==> src/hdl/fv_bank_config.svh <==
`ifndef FV_BANK_CONFIG_SVH
`define FV_BANK_CONFIG_SVH

// sizes of one feature-value SRAM bank

// one SRAM line, two feature values side by side
`define FV_WIDTH 64

// feature values per node at most
// two per line, so up to 8 lines per node
`define MAX_FV_NUM 16

// node groups held per replay iteration in this bank
`define NODE_PER_ITER 4

// replay iterations stored back to back in the bank
`define MAX_REPLAY_ITER 4

// node identifier range
// upper bits select the node group slot in the SRAM
`define MAX_NODE_ID 64

// edge PEs that may request a node group
`define NUM_EDGE_PE 4

`endif

==> src/hdl/fv_bank_pkg.sv <==
`include "fv_bank_config.svh"

package fv_bank_pkg;

    // one SRAM line
    typedef logic [`FV_WIDTH-1:0] fv_data_t;

    // line within a node, and line count up to 8
    typedef logic [$clog2(`MAX_FV_NUM/2)-1:0] line_idx_t;
    typedef logic [$clog2(`MAX_FV_NUM/2):0] line_cnt_t;

    // feature values per node, 0 to 16
    typedef logic [$clog2(`MAX_FV_NUM):0] fv_num_t;

    typedef logic [$clog2(`NODE_PER_ITER)-1:0] node_grp_t;
    typedef logic [$clog2(`MAX_NODE_ID)-1:0] node_id_t;
    typedef logic [$clog2(`MAX_REPLAY_ITER)-1:0] replay_iter_t;
    typedef logic [$clog2(`NUM_EDGE_PE)-1:0] pe_tag_t;

    // stream: {iter, group, line}, request: {node_id[5:2], line}
    typedef logic [$clog2(`MAX_REPLAY_ITER)+$clog2(`NODE_PER_ITER)+
                   $clog2(`MAX_FV_NUM/2)-1:0] sram_addr_t;

    // small bank address, {group, line}
    typedef logic [$clog2(`NODE_PER_ITER)+$clog2(`MAX_FV_NUM/2)-1:0] small_addr_t;

    // SRAM port, both strobes active low
    typedef struct packed {
        logic       cen;
        logic       wen;
        sram_addr_t addr;
        fv_data_t   wdata;
    } sram_req_t;

    // client request, rd_wr high for write-back
    typedef struct packed {
        logic     valid;
        logic     rd_wr;
        logic     wr_eos;
        node_id_t node_id;
        pe_tag_t  pe_tag;
        fv_data_t data;
    } bank_req_t;

    // beat towards the small feature-value bank
    typedef struct packed {
        logic        sos;
        logic        eos;
        small_addr_t addr;
        fv_data_t    data;
    } small_beat_t;

    // beat back to the requesting edge PE
    typedef struct packed {
        logic     valid;
        logic     sos;
        logic     eos;
        pe_tag_t  pe_tag;
        fv_data_t data;
    } edge_beat_t;

    // lines per node, half the value count rounded up
    // a node always owns at least one line
    function automatic line_cnt_t fv_lines(input fv_num_t num);
        logic [$bits(fv_num_t):0] rounded;
        line_cnt_t                lines;
        rounded = {1'b0, num} + 1'b1;
        lines = line_cnt_t'(rounded >> 1);
        if (lines == '0) begin
            lines = line_cnt_t'(1);
        end
        return lines;
    endfunction

endpackage

==> src/hdl/bank_arbiter.sv <==
`timescale 1ns/1ps

module bank_arbiter (
    input  logic                      clk,
    input  logic                      reset,
    input  fv_bank_pkg::replay_iter_t replay_iter,
    input  logic                      update_odd,
    input  logic                      stream_begin,
    input  logic                      req_valid,
    input  fv_bank_pkg::sram_req_t    stream_sram,
    input  fv_bank_pkg::sram_req_t    req_sram,
    input  logic                      stream_done,
    input  logic                      req_done,
    output logic                      stream_start,
    output logic                      req_start,
    output fv_bank_pkg::replay_iter_t stream_iter,
    output fv_bank_pkg::sram_req_t    sram
);

    typedef enum logic [1:0] {
        mode_idle,
        mode_stream,
        mode_serve
    } mode_t;

    mode_t                     mode;
    fv_bank_pkg::replay_iter_t last_iter;
    logic                      idle;
    logic                      iter_change;

    assign idle = (mode == mode_idle);
    assign iter_change = (replay_iter != last_iter);

    // odd update iterations belong to the stream, even ones to clients
    assign stream_start = idle && update_odd && (stream_begin || iter_change);
    assign req_start = idle && !update_odd && req_valid;

    // live iteration in the start cycle, stored one while streaming
    assign stream_iter = idle ? replay_iter : last_iter;

    always_ff @(posedge clk) begin
        if (reset) begin
            mode <= mode_idle;
            last_iter <= '0;
        end else begin
            case (mode)
                mode_idle: begin
                    if (stream_start) begin
                        last_iter <= replay_iter;
                        if (!stream_done) begin
                            mode <= mode_stream;
                        end
                    end else if (req_start && !req_done) begin
                        // single-line write or read ends in its start cycle
                        mode <= mode_serve;
                    end
                end
                mode_stream: begin
                    if (stream_done) begin
                        mode <= mode_idle;
                    end
                end
                mode_serve: begin
                    if (req_done) begin
                        mode <= mode_idle;
                    end
                end
                default: begin
                    mode <= mode_idle;
                end
            endcase
        end
    end

    // port mux, start cycle already routed to the starting engine
    always_comb begin
        sram.cen = 1'b1;
        sram.wen = 1'b1;
        sram.addr = '0;
        sram.wdata = '0;
        if (stream_start || (mode == mode_stream)) begin
            sram = stream_sram;
        end else if (req_start || (mode == mode_serve)) begin
            sram = req_sram;
        end
    end

    // the two engines never hold the port in the same cycle
    a_one_start: assert property (@(posedge clk) disable iff (reset)
        !(!stream_sram.cen && !req_sram.cen));

    // once an engine runs, nothing starts until it reports done
    a_start_only_idle: assert property (@(posedge clk) disable iff (reset)
        ((stream_start && !stream_done) || (req_start && !req_done)) |=>
        (!(stream_start || req_start)) until_with (stream_done || req_done));

endmodule

==> src/hdl/iter_stream_engine.sv <==
`timescale 1ns/1ps
`include "fv_bank_config.svh"

module iter_stream_engine (
    input  logic                      clk,
    input  logic                      reset,
    input  logic                      start,
    input  fv_bank_pkg::replay_iter_t iter,
    input  fv_bank_pkg::fv_num_t      fv_num,
    input  fv_bank_pkg::fv_data_t     sram_rdata,
    output fv_bank_pkg::sram_req_t    sram_req,
    output logic                      done,
    output fv_bank_pkg::small_beat_t  small_out
);

    // what a read still owes its beat once the data returns
    typedef struct packed {
        logic                     valid;
        logic                     sos;
        logic                     eos;
        fv_bank_pkg::small_addr_t addr;
    } rd_meta_t;

    logic                   active;
    logic                   issue;
    fv_bank_pkg::node_grp_t grp;
    fv_bank_pkg::line_idx_t line;
    fv_bank_pkg::line_cnt_t lines;
    fv_bank_pkg::line_cnt_t cur_lines;
    logic                   last_line;
    logic                   last_grp;
    rd_meta_t               meta;

    // first read goes out in the start cycle itself
    assign issue = start || active;

    // L straight from fv_num until the latch holds it
    assign cur_lines = start ? fv_bank_pkg::fv_lines(fv_num) : lines;

    assign last_line = ((fv_bank_pkg::line_cnt_t'(line) + 1'b1) == cur_lines);
    assign last_grp = (grp == fv_bank_pkg::node_grp_t'(`NODE_PER_ITER - 1));
    assign done = issue && last_line && last_grp;

    // read only, address {iter, group, line}
    always_comb begin
        sram_req.cen = !issue;
        sram_req.wen = 1'b1;
        sram_req.addr = {iter, grp, line};
        sram_req.wdata = '0;
    end

    // counters sit at zero between streams
    always_ff @(posedge clk) begin
        if (reset) begin
            active <= 1'b0;
            grp <= '0;
            line <= '0;
        end else if (issue) begin
            if (done) begin
                active <= 1'b0;
                grp <= '0;
                line <= '0;
            end else begin
                active <= 1'b1;
                if (last_line) begin
                    line <= '0;
                    grp <= grp + 1'b1;
                end else begin
                    line <= line + 1'b1;
                end
            end
        end
    end

    always_ff @(posedge clk) begin
        if (start) begin
            lines <= fv_bank_pkg::fv_lines(fv_num);
        end
    end

    // one cycle behind the read, lines up with sram_rdata
    always_ff @(posedge clk) begin
        if (reset) begin
            meta <= '0;
        end else begin
            meta.valid <= issue;
            meta.sos <= start;
            meta.eos <= done;
            meta.addr <= {grp, line};
        end
    end

    // beat register
    // payload only loads on a returning read
    always_ff @(posedge clk) begin
        if (reset) begin
            small_out.sos <= 1'b0;
            small_out.eos <= 1'b0;
        end else begin
            small_out.sos <= meta.sos;
            small_out.eos <= meta.eos;
            if (meta.valid) begin
                small_out.addr <= meta.addr;
                small_out.data <= sram_rdata;
            end
        end
    end

    // last beat comes from the final group of a running stream
    a_eos_from_last_read: assert property (@(posedge clk) disable iff (reset)
        small_out.eos |-> $past(active, 2) &&
        (small_out.addr[$bits(fv_bank_pkg::small_addr_t)-1 -:
                        $bits(fv_bank_pkg::node_grp_t)] ==
         fv_bank_pkg::node_grp_t'(`NODE_PER_ITER - 1)));

endmodule

==> src/hdl/node_request_engine.sv <==
`timescale 1ns/1ps

module node_request_engine (
    input  logic                   clk,
    input  logic                   reset,
    input  logic                   start,
    input  fv_bank_pkg::bank_req_t req,
    input  fv_bank_pkg::fv_num_t   fv_num,
    input  fv_bank_pkg::fv_data_t  sram_rdata,
    output fv_bank_pkg::sram_req_t sram_req,
    output logic                   done,
    output fv_bank_pkg::edge_beat_t edge_out
);

    typedef enum logic [1:0] {
        req_idle,
        req_write,
        req_read
    } req_state_t;

    // flags carried alongside an edge read
    typedef struct packed {
        logic valid;
        logic sos;
        logic eos;
    } rd_meta_t;

    req_state_t             state;
    fv_bank_pkg::line_idx_t line;
    fv_bank_pkg::line_cnt_t lines;
    fv_bank_pkg::line_cnt_t cur_lines;
    fv_bank_pkg::node_id_t  node_q;
    fv_bank_pkg::node_id_t  cur_node;
    fv_bank_pkg::pe_tag_t   pe_tag_q;
    logic                   wr_act;
    logic                   rd_act;
    logic                   last_rd;
    rd_meta_t               meta;

    // write-back, first beat at start then every valid beat
    assign wr_act = (start && req.rd_wr) || ((state == req_write) && req.valid);
    // edge read, one line per cycle
    assign rd_act = (start && !req.rd_wr) || (state == req_read);

    // request fields are live only in the start cycle
    assign cur_node = start ? req.node_id : node_q;
    assign cur_lines = start ? fv_bank_pkg::fv_lines(fv_num) : lines;

    assign last_rd = ((fv_bank_pkg::line_cnt_t'(line) + 1'b1) == cur_lines);

    // wr_eos ends a burst, L-th line ends a read
    assign done = (wr_act && req.wr_eos) || (rd_act && last_rd);

    // address {node_id[5:2], line}
    always_comb begin
        sram_req.cen = !(wr_act || rd_act);
        sram_req.wen = !wr_act;
        sram_req.addr = {cur_node[$bits(fv_bank_pkg::node_id_t)-1:2], line};
        sram_req.wdata = wr_act ? req.data : '0;
    end

    // shared line counter, back to zero when done
    always_ff @(posedge clk) begin
        if (reset) begin
            state <= req_idle;
            line <= '0;
        end else if (wr_act || rd_act) begin
            if (done) begin
                state <= req_idle;
                line <= '0;
            end else begin
                line <= line + 1'b1;
                if (start) begin
                    state <= req.rd_wr ? req_write : req_read;
                end
            end
        end
    end

    always_ff @(posedge clk) begin
        if (start) begin
            node_q <= req.node_id;
            pe_tag_q <= req.pe_tag;
            lines <= fv_bank_pkg::fv_lines(fv_num);
        end
    end

    // read flags wait one cycle for the SRAM data
    always_ff @(posedge clk) begin
        if (reset) begin
            meta <= '0;
        end else begin
            meta.valid <= rd_act;
            meta.sos <= rd_act && start;
            meta.eos <= rd_act && last_rd;
        end
    end

    // beat register
    // tag still the old one here even if a new request latches
    always_ff @(posedge clk) begin
        if (reset) begin
            edge_out.valid <= 1'b0;
            edge_out.sos <= 1'b0;
            edge_out.eos <= 1'b0;
        end else begin
            edge_out.valid <= meta.valid;
            edge_out.sos <= meta.sos;
            edge_out.eos <= meta.eos;
            if (meta.valid) begin
                edge_out.pe_tag <= pe_tag_q;
                edge_out.data <= sram_rdata;
            end
        end
    end

    // requester tag fixed for the whole edge read
    a_pe_tag_stable: assert property (@(posedge clk) disable iff (reset)
        ((state == req_read) && !done) |=> $stable(pe_tag_q));

endmodule

==> src/hdl/fv_bank_ctrl.sv <==
`timescale 1ns/1ps

module fv_bank_ctrl (
    input  logic                      clk,
    input  logic                      reset,
    input  fv_bank_pkg::replay_iter_t replay_iter,
    input  logic                      update_odd,
    input  logic                      stream_begin,
    input  fv_bank_pkg::fv_num_t      fv_num,
    input  fv_bank_pkg::bank_req_t    req,
    input  fv_bank_pkg::fv_data_t     sram_rdata,
    output fv_bank_pkg::sram_req_t    sram,
    output fv_bank_pkg::small_beat_t  small_out,
    output fv_bank_pkg::edge_beat_t   edge_out
);

    // start pulses from the arbiter, done from the engines
    logic stream_start;
    logic req_start;
    logic stream_done;
    logic req_done;

    // iteration the stream engine addresses
    fv_bank_pkg::replay_iter_t stream_iter;

    // per-engine SRAM requests, muxed in the arbiter
    fv_bank_pkg::sram_req_t stream_sram;
    fv_bank_pkg::sram_req_t req_sram;

    bank_arbiter i_bank_arbiter (
        .clk          (clk),
        .reset        (reset),
        .replay_iter  (replay_iter),
        .update_odd   (update_odd),
        .stream_begin (stream_begin),
        .req_valid    (req.valid),
        .stream_sram  (stream_sram),
        .req_sram     (req_sram),
        .stream_done  (stream_done),
        .req_done     (req_done),
        .stream_start (stream_start),
        .req_start    (req_start),
        .stream_iter  (stream_iter),
        .sram         (sram)
    );

    iter_stream_engine i_iter_stream_engine (
        .clk        (clk),
        .reset      (reset),
        .start      (stream_start),
        .iter       (stream_iter),
        .fv_num     (fv_num),
        .sram_rdata (sram_rdata),
        .sram_req   (stream_sram),
        .done       (stream_done),
        .small_out  (small_out)
    );

    node_request_engine i_node_request_engine (
        .clk        (clk),
        .reset      (reset),
        .start      (req_start),
        .req        (req),
        .fv_num     (fv_num),
        .sram_rdata (sram_rdata),
        .sram_req   (req_sram),
        .done       (req_done),
        .edge_out   (edge_out)
    );

endmodule

==> config.mk <==
export PLATFORM = sky130hd
export DESIGN_NAME = fv_bank_ctrl
export DESIGN_NICKNAME = d
export VERILOG_FILES = /design/src/hdl/fv_bank_pkg.sv /design/src/hdl/bank_arbiter.sv /design/src/hdl/iter_stream_engine.sv /design/src/hdl/node_request_engine.sv /design/src/hdl/fv_bank_ctrl.sv
export VERILOG_INCLUDE_DIRS = /design/src /design/src/hdl
export SDC_FILE = /design/constraint.sdc
export NUM_CORES = 1
export LEC_CHECK = 0
export BUFFER_PORTS_ARGS = -buffer_cell sky130_fd_sc_hd__buf_2
export CORE_ASPECT_RATIO = 1.25
export CORE_MARGIN = 3
export CORE_UTILIZATION = 35
export DETAILED_ROUTE_END_ITERATION = 8
export PLACE_DENSITY = 0.71
export SLEW_MARGIN = 0
export SYNTH_ARGS = -nofsm -noshare
export SYNTH_HDL_FRONTEND = slang
export SYNTH_SLANG_ARGS = --single-unit
export TNS_END_PERCENT = 1
==> constraint.sdc <==
create_clock -name clk -period 4.7 [get_ports clk]
set_input_delay 0 -clock clk [delete_from_list [all_inputs] [get_ports clk]]
set_output_delay 0 -clock clk [all_outputs]
set_load 0.02 [all_outputs]
==> flow_metrics.env <==
export IMPL_status="finished, final reports clean"
export IMPL_place_gp_congestion=0.862
export IMPL_core_um2=18200
export IMPL_synth_distinct_cells=52
export IMPL_cp_slowest_cell="or4b_1"
export IMPL_synthArstFlopShare=0
export IMPL_grt_use_total=0.185
export IMPL_antenna_found_initial=2
export IMPL_synthFlopType="edfxtp_1"
export IMPL_grt_start_max_net_pins=66
export IMPL_mostFrequentLayoutCells="buf_2 (360), edfxtp_1 (137), dlygate4sd3_1 (76)"
export IMPL_cp_arrival_ns=3.22
export IMPL_endpoint_kind="output pin"
export IMPL_skew_ns=0.0148
export IMPL_numCtsBuffers=17
export IMPL_syn2layout_area_growth_pct=52.5
export IMPL_final_common_cell="buf_2"
export IMPL_routed_wl_um=19400
export IMPL_path_cells="or4b_1 -> clkinv_8 -> a21oi_1 -> nor2_4 -> and2_1 -> buf_2"
export IMPL_relSlewSlack=0.382
export IMPL_post_cts_setup_buffers=0
export IMPL_grt_pass1_wl_um=28000
export IMPL_critPathLaunch="i_bank_arbiter.mode[1]"
export IMPL_path_class="reg2out"
export IMPL_clock_sinks=180
export IMPL_vias=5122
export IMPL_row_count=55
export IMPL_required_ns=4.70
export IMPL_regToRegStartpoint="i_bank_arbiter.mode[1]"
export IMPL_synth_area_um2=6520
export IMPL_io_buffers=360
export IMPL_crit_path_max_incr_delay_ns=0.88
export IMPL_avgSynthCellArea_um2=15.4
export IMPL_die_y_um=159
export IMPL_drt_iter0_markers=350
export IMPL_dpl_hpwl_um=14500
export IMPL_clk_latency_ns=0.43
export IMPL_cts_htree_levels=4
export IMPL_p_leak_uw=0.00443
export IMPL_yosysWarnings=0
export IMPL_rr_endpoint="i_node_request_engine.line[2]"
export IMPL_gr_total_overflow=0
export IMPL_fin_nets=1022
export IMPL_die_w_um=128
export IMPL_routedWlPerCell_um=17.5
export IMPL_fin_crit_ns=3.22
export IMPL_cts_tree="built"
export IMPL_max_freq_ghz=0.311
export IMPL_drc=0
export IMPL_path_max_fanout=65
export IMPL_cts_buffer_depth=2
export IMPL_initial_core_util=0.359
export IMPL_whs_ns=0.0297
export IMPL_final_antenna_net_count=0
export IMPL_worst_pin_slew_ns=0.925
export IMPL_tns_ns=0
export IMPL_slew_violations=0
export IMPL_grt_pass1_vias=5023
export IMPL_nFillCells=1526
export IMPL_hold_class="in2reg"
export IMPL_dieArea_um2=20300
export IMPL_drt_vias_per_instance=4.61
export IMPL_cp_start_kind="flop"
export IMPL_r2r_slack_ns=1.81
export IMPL_drt_pass1_iter_count=4
export IMPL_synth_seq_area_share=0.763
export IMPL_hold_violations=0
export IMPL_ir_drop_mv=0.241
export IMPL_final_layout_size_suffix_gt1_frac=0.462
export IMPL_rr_worst_depth=8
export IMPL_synthCells=423
export IMPL_io_pins=363
export IMPL_maxCapViolCount=0
export IMPL_yosys_register_bits=180
export IMPL_rsz0062_at_grt="false"
export IMPL_endpoint="sram[5]"
export IMPL_fin_crit_sh=0.684
export IMPL_clk_pin_slew_ns=0.07
export IMPL_synth_fp_nets=577
export IMPL_cts_root_buf="clkbuf_16"
export IMPL_setup_viol=0
export IMPL_power_density_nw_per_um2=376
export IMPL_synth_edff_count=137
## sequential cells by signal (all words and copies together), names as in the netlist, 3 cells and up
| name | cells |
|---|---|
| i_node_request_engine.lines | 4 |
| i_node_request_engine.node_q | 4 |
| i_iter_stream_engine.lines | 4 |
| i_iter_stream_engine.small_out | 71 |
| i_node_request_engine.meta | 3 |
| i_iter_stream_engine.line | 3 |
| i_iter_stream_engine.meta | 8 |
| i_node_request_engine.edge_out | 69 |
| i_node_request_engine.line | 3 |
## Yosys cell counts (2+ instances only)
cell	n	area share
a22o_1	4	0.0054
nand2_1	22	0.013
and3_1	2	0.0019
nand2b_1	3	0.0029
o211ai_1	3	0.0035
edfxtp_1	137	0.63
nand3_1	5	0.0038
a211o_1	2	0.0027
xnor2_1	3	0.0040
a22oi_1	2	0.0023
and2_1	64	0.061
nor4_1	2	0.0019
a221oi_1	2	0.0027
clkbuf_1	10	0.0058
inv_1	11	0.0063
a21oi_1	9	0.0069
o21ai_0	8	0.0061
nor3_1	5	0.0038
nor2_1	20	0.012
a31oi_1	2	0.0019
mux2_1	2	0.0035
ha_1	4	0.0077
buf_2	3	0.0023
xor2_1	9	0.012
nor2b_1	14	0.013
dfxtp_1	43	0.13
a211oi_1	3	0.0035
mux2i_1	5	0.0077
## layout make-up
cell class                      count  area (µm²)  area share
Clock inverter                     14         151      0.0152
Clock buffer                       18         429      0.0432
Multi-Input combinational cell    217        1440       0.145
Tap cell                          228         285      0.0287
Inverter                           12        57.6     0.00579
Sequential cell                   180        4970       0.501
Antenna cell                        2        5.00    0.000504
Timing Repair Buffer              440        2590       0.261
## metrics by stage
stage / std cells / utilization / total power, µW / setup WS (ns) / area, µm²
2_1_floorplan: 423 / - / 2150 / 0.826 / 6520
3_3_place_gp: 1001 / 0.473 / 2320 / 1.86 / 8590
3_5_place_dp: 1001 / 0.473 / 2330 / 1.81 / 8590
4_1_cts: 1109 / 0.547 / 3760 / 1.40 / 9930
5_1_grt: 1111 / 0.547 / 3890 / 1.16 / 9940
6_report: 1111 / 0.547 / 3730 / 1.48 / 9940
## worst max-delay path, delay by kind of cell (launching register included)
| kind | cells | cell delay, ns |
|---|---|---|
| buf+inv | 2 | 0.43 |
| simple gates | 3 | 1.86 |
| flops | 1 | 0.39 |
| compound gates | 1 | 0.12 |
## cells by family after synthesis
kind of cell	synth area share
AO/OA/AOI/OAI	0.0493
XOR/XNOR	0.0161
adder cells (fa/ha/maj)	0.00768
buffers and inverters	0.0186
flip-flops	0.763
multiplexers	0.0152
AND/OR/NAND/NOR	0.130
## repair_timing
| action | in CTS | in global routing |
|---|---|---|
| hold endpoints to repair | 139 | 0 |
| resized for setup | 0 | 0 |
| hold buffers | 76 | 0 |
## report_power, final
part           switching [µW]  leakage [µW]  internal, µW  total, µW
sequential               40.6       0.00161          1810       1850
clock                     667      0.000283           715       1380
combinational             286       0.00254           215        501
total                     994       0.00443          2740       3730
## per-layer routing
layer / vias to the layer above / share of wire / global-route usage
met5: - / 0 / 0
met4: 0 / 0.016 / 0.0581
met3: 25 / 0.085 / 0.0490
met2: 295 / 0.55 / 0.354
met1: 2371 / 0.35 / 0.196
li1: 2431 / - / -
## worst min-delay path by stage
stage	slack (ns)	end	depth (start not counted)	from
floorplan	0.08	i_iter_stream_engine.meta[3]	1	reset
global placement	0.18	i_node_request_engine.pe_tag_q[0]	1	req[64]
detailed placement	0.18	i_node_request_engine.pe_tag_q[0]	1	req[64]
CTS	0.006	i_iter_stream_engine.meta[6]	4	update_odd
global route	0.03	i_iter_stream_engine.meta[6]	4	update_odd
finish	0.03	i_node_request_engine.lines[2]	3	fv_num[3]
No activity file was read; power rests on OpenSTA's default activity.
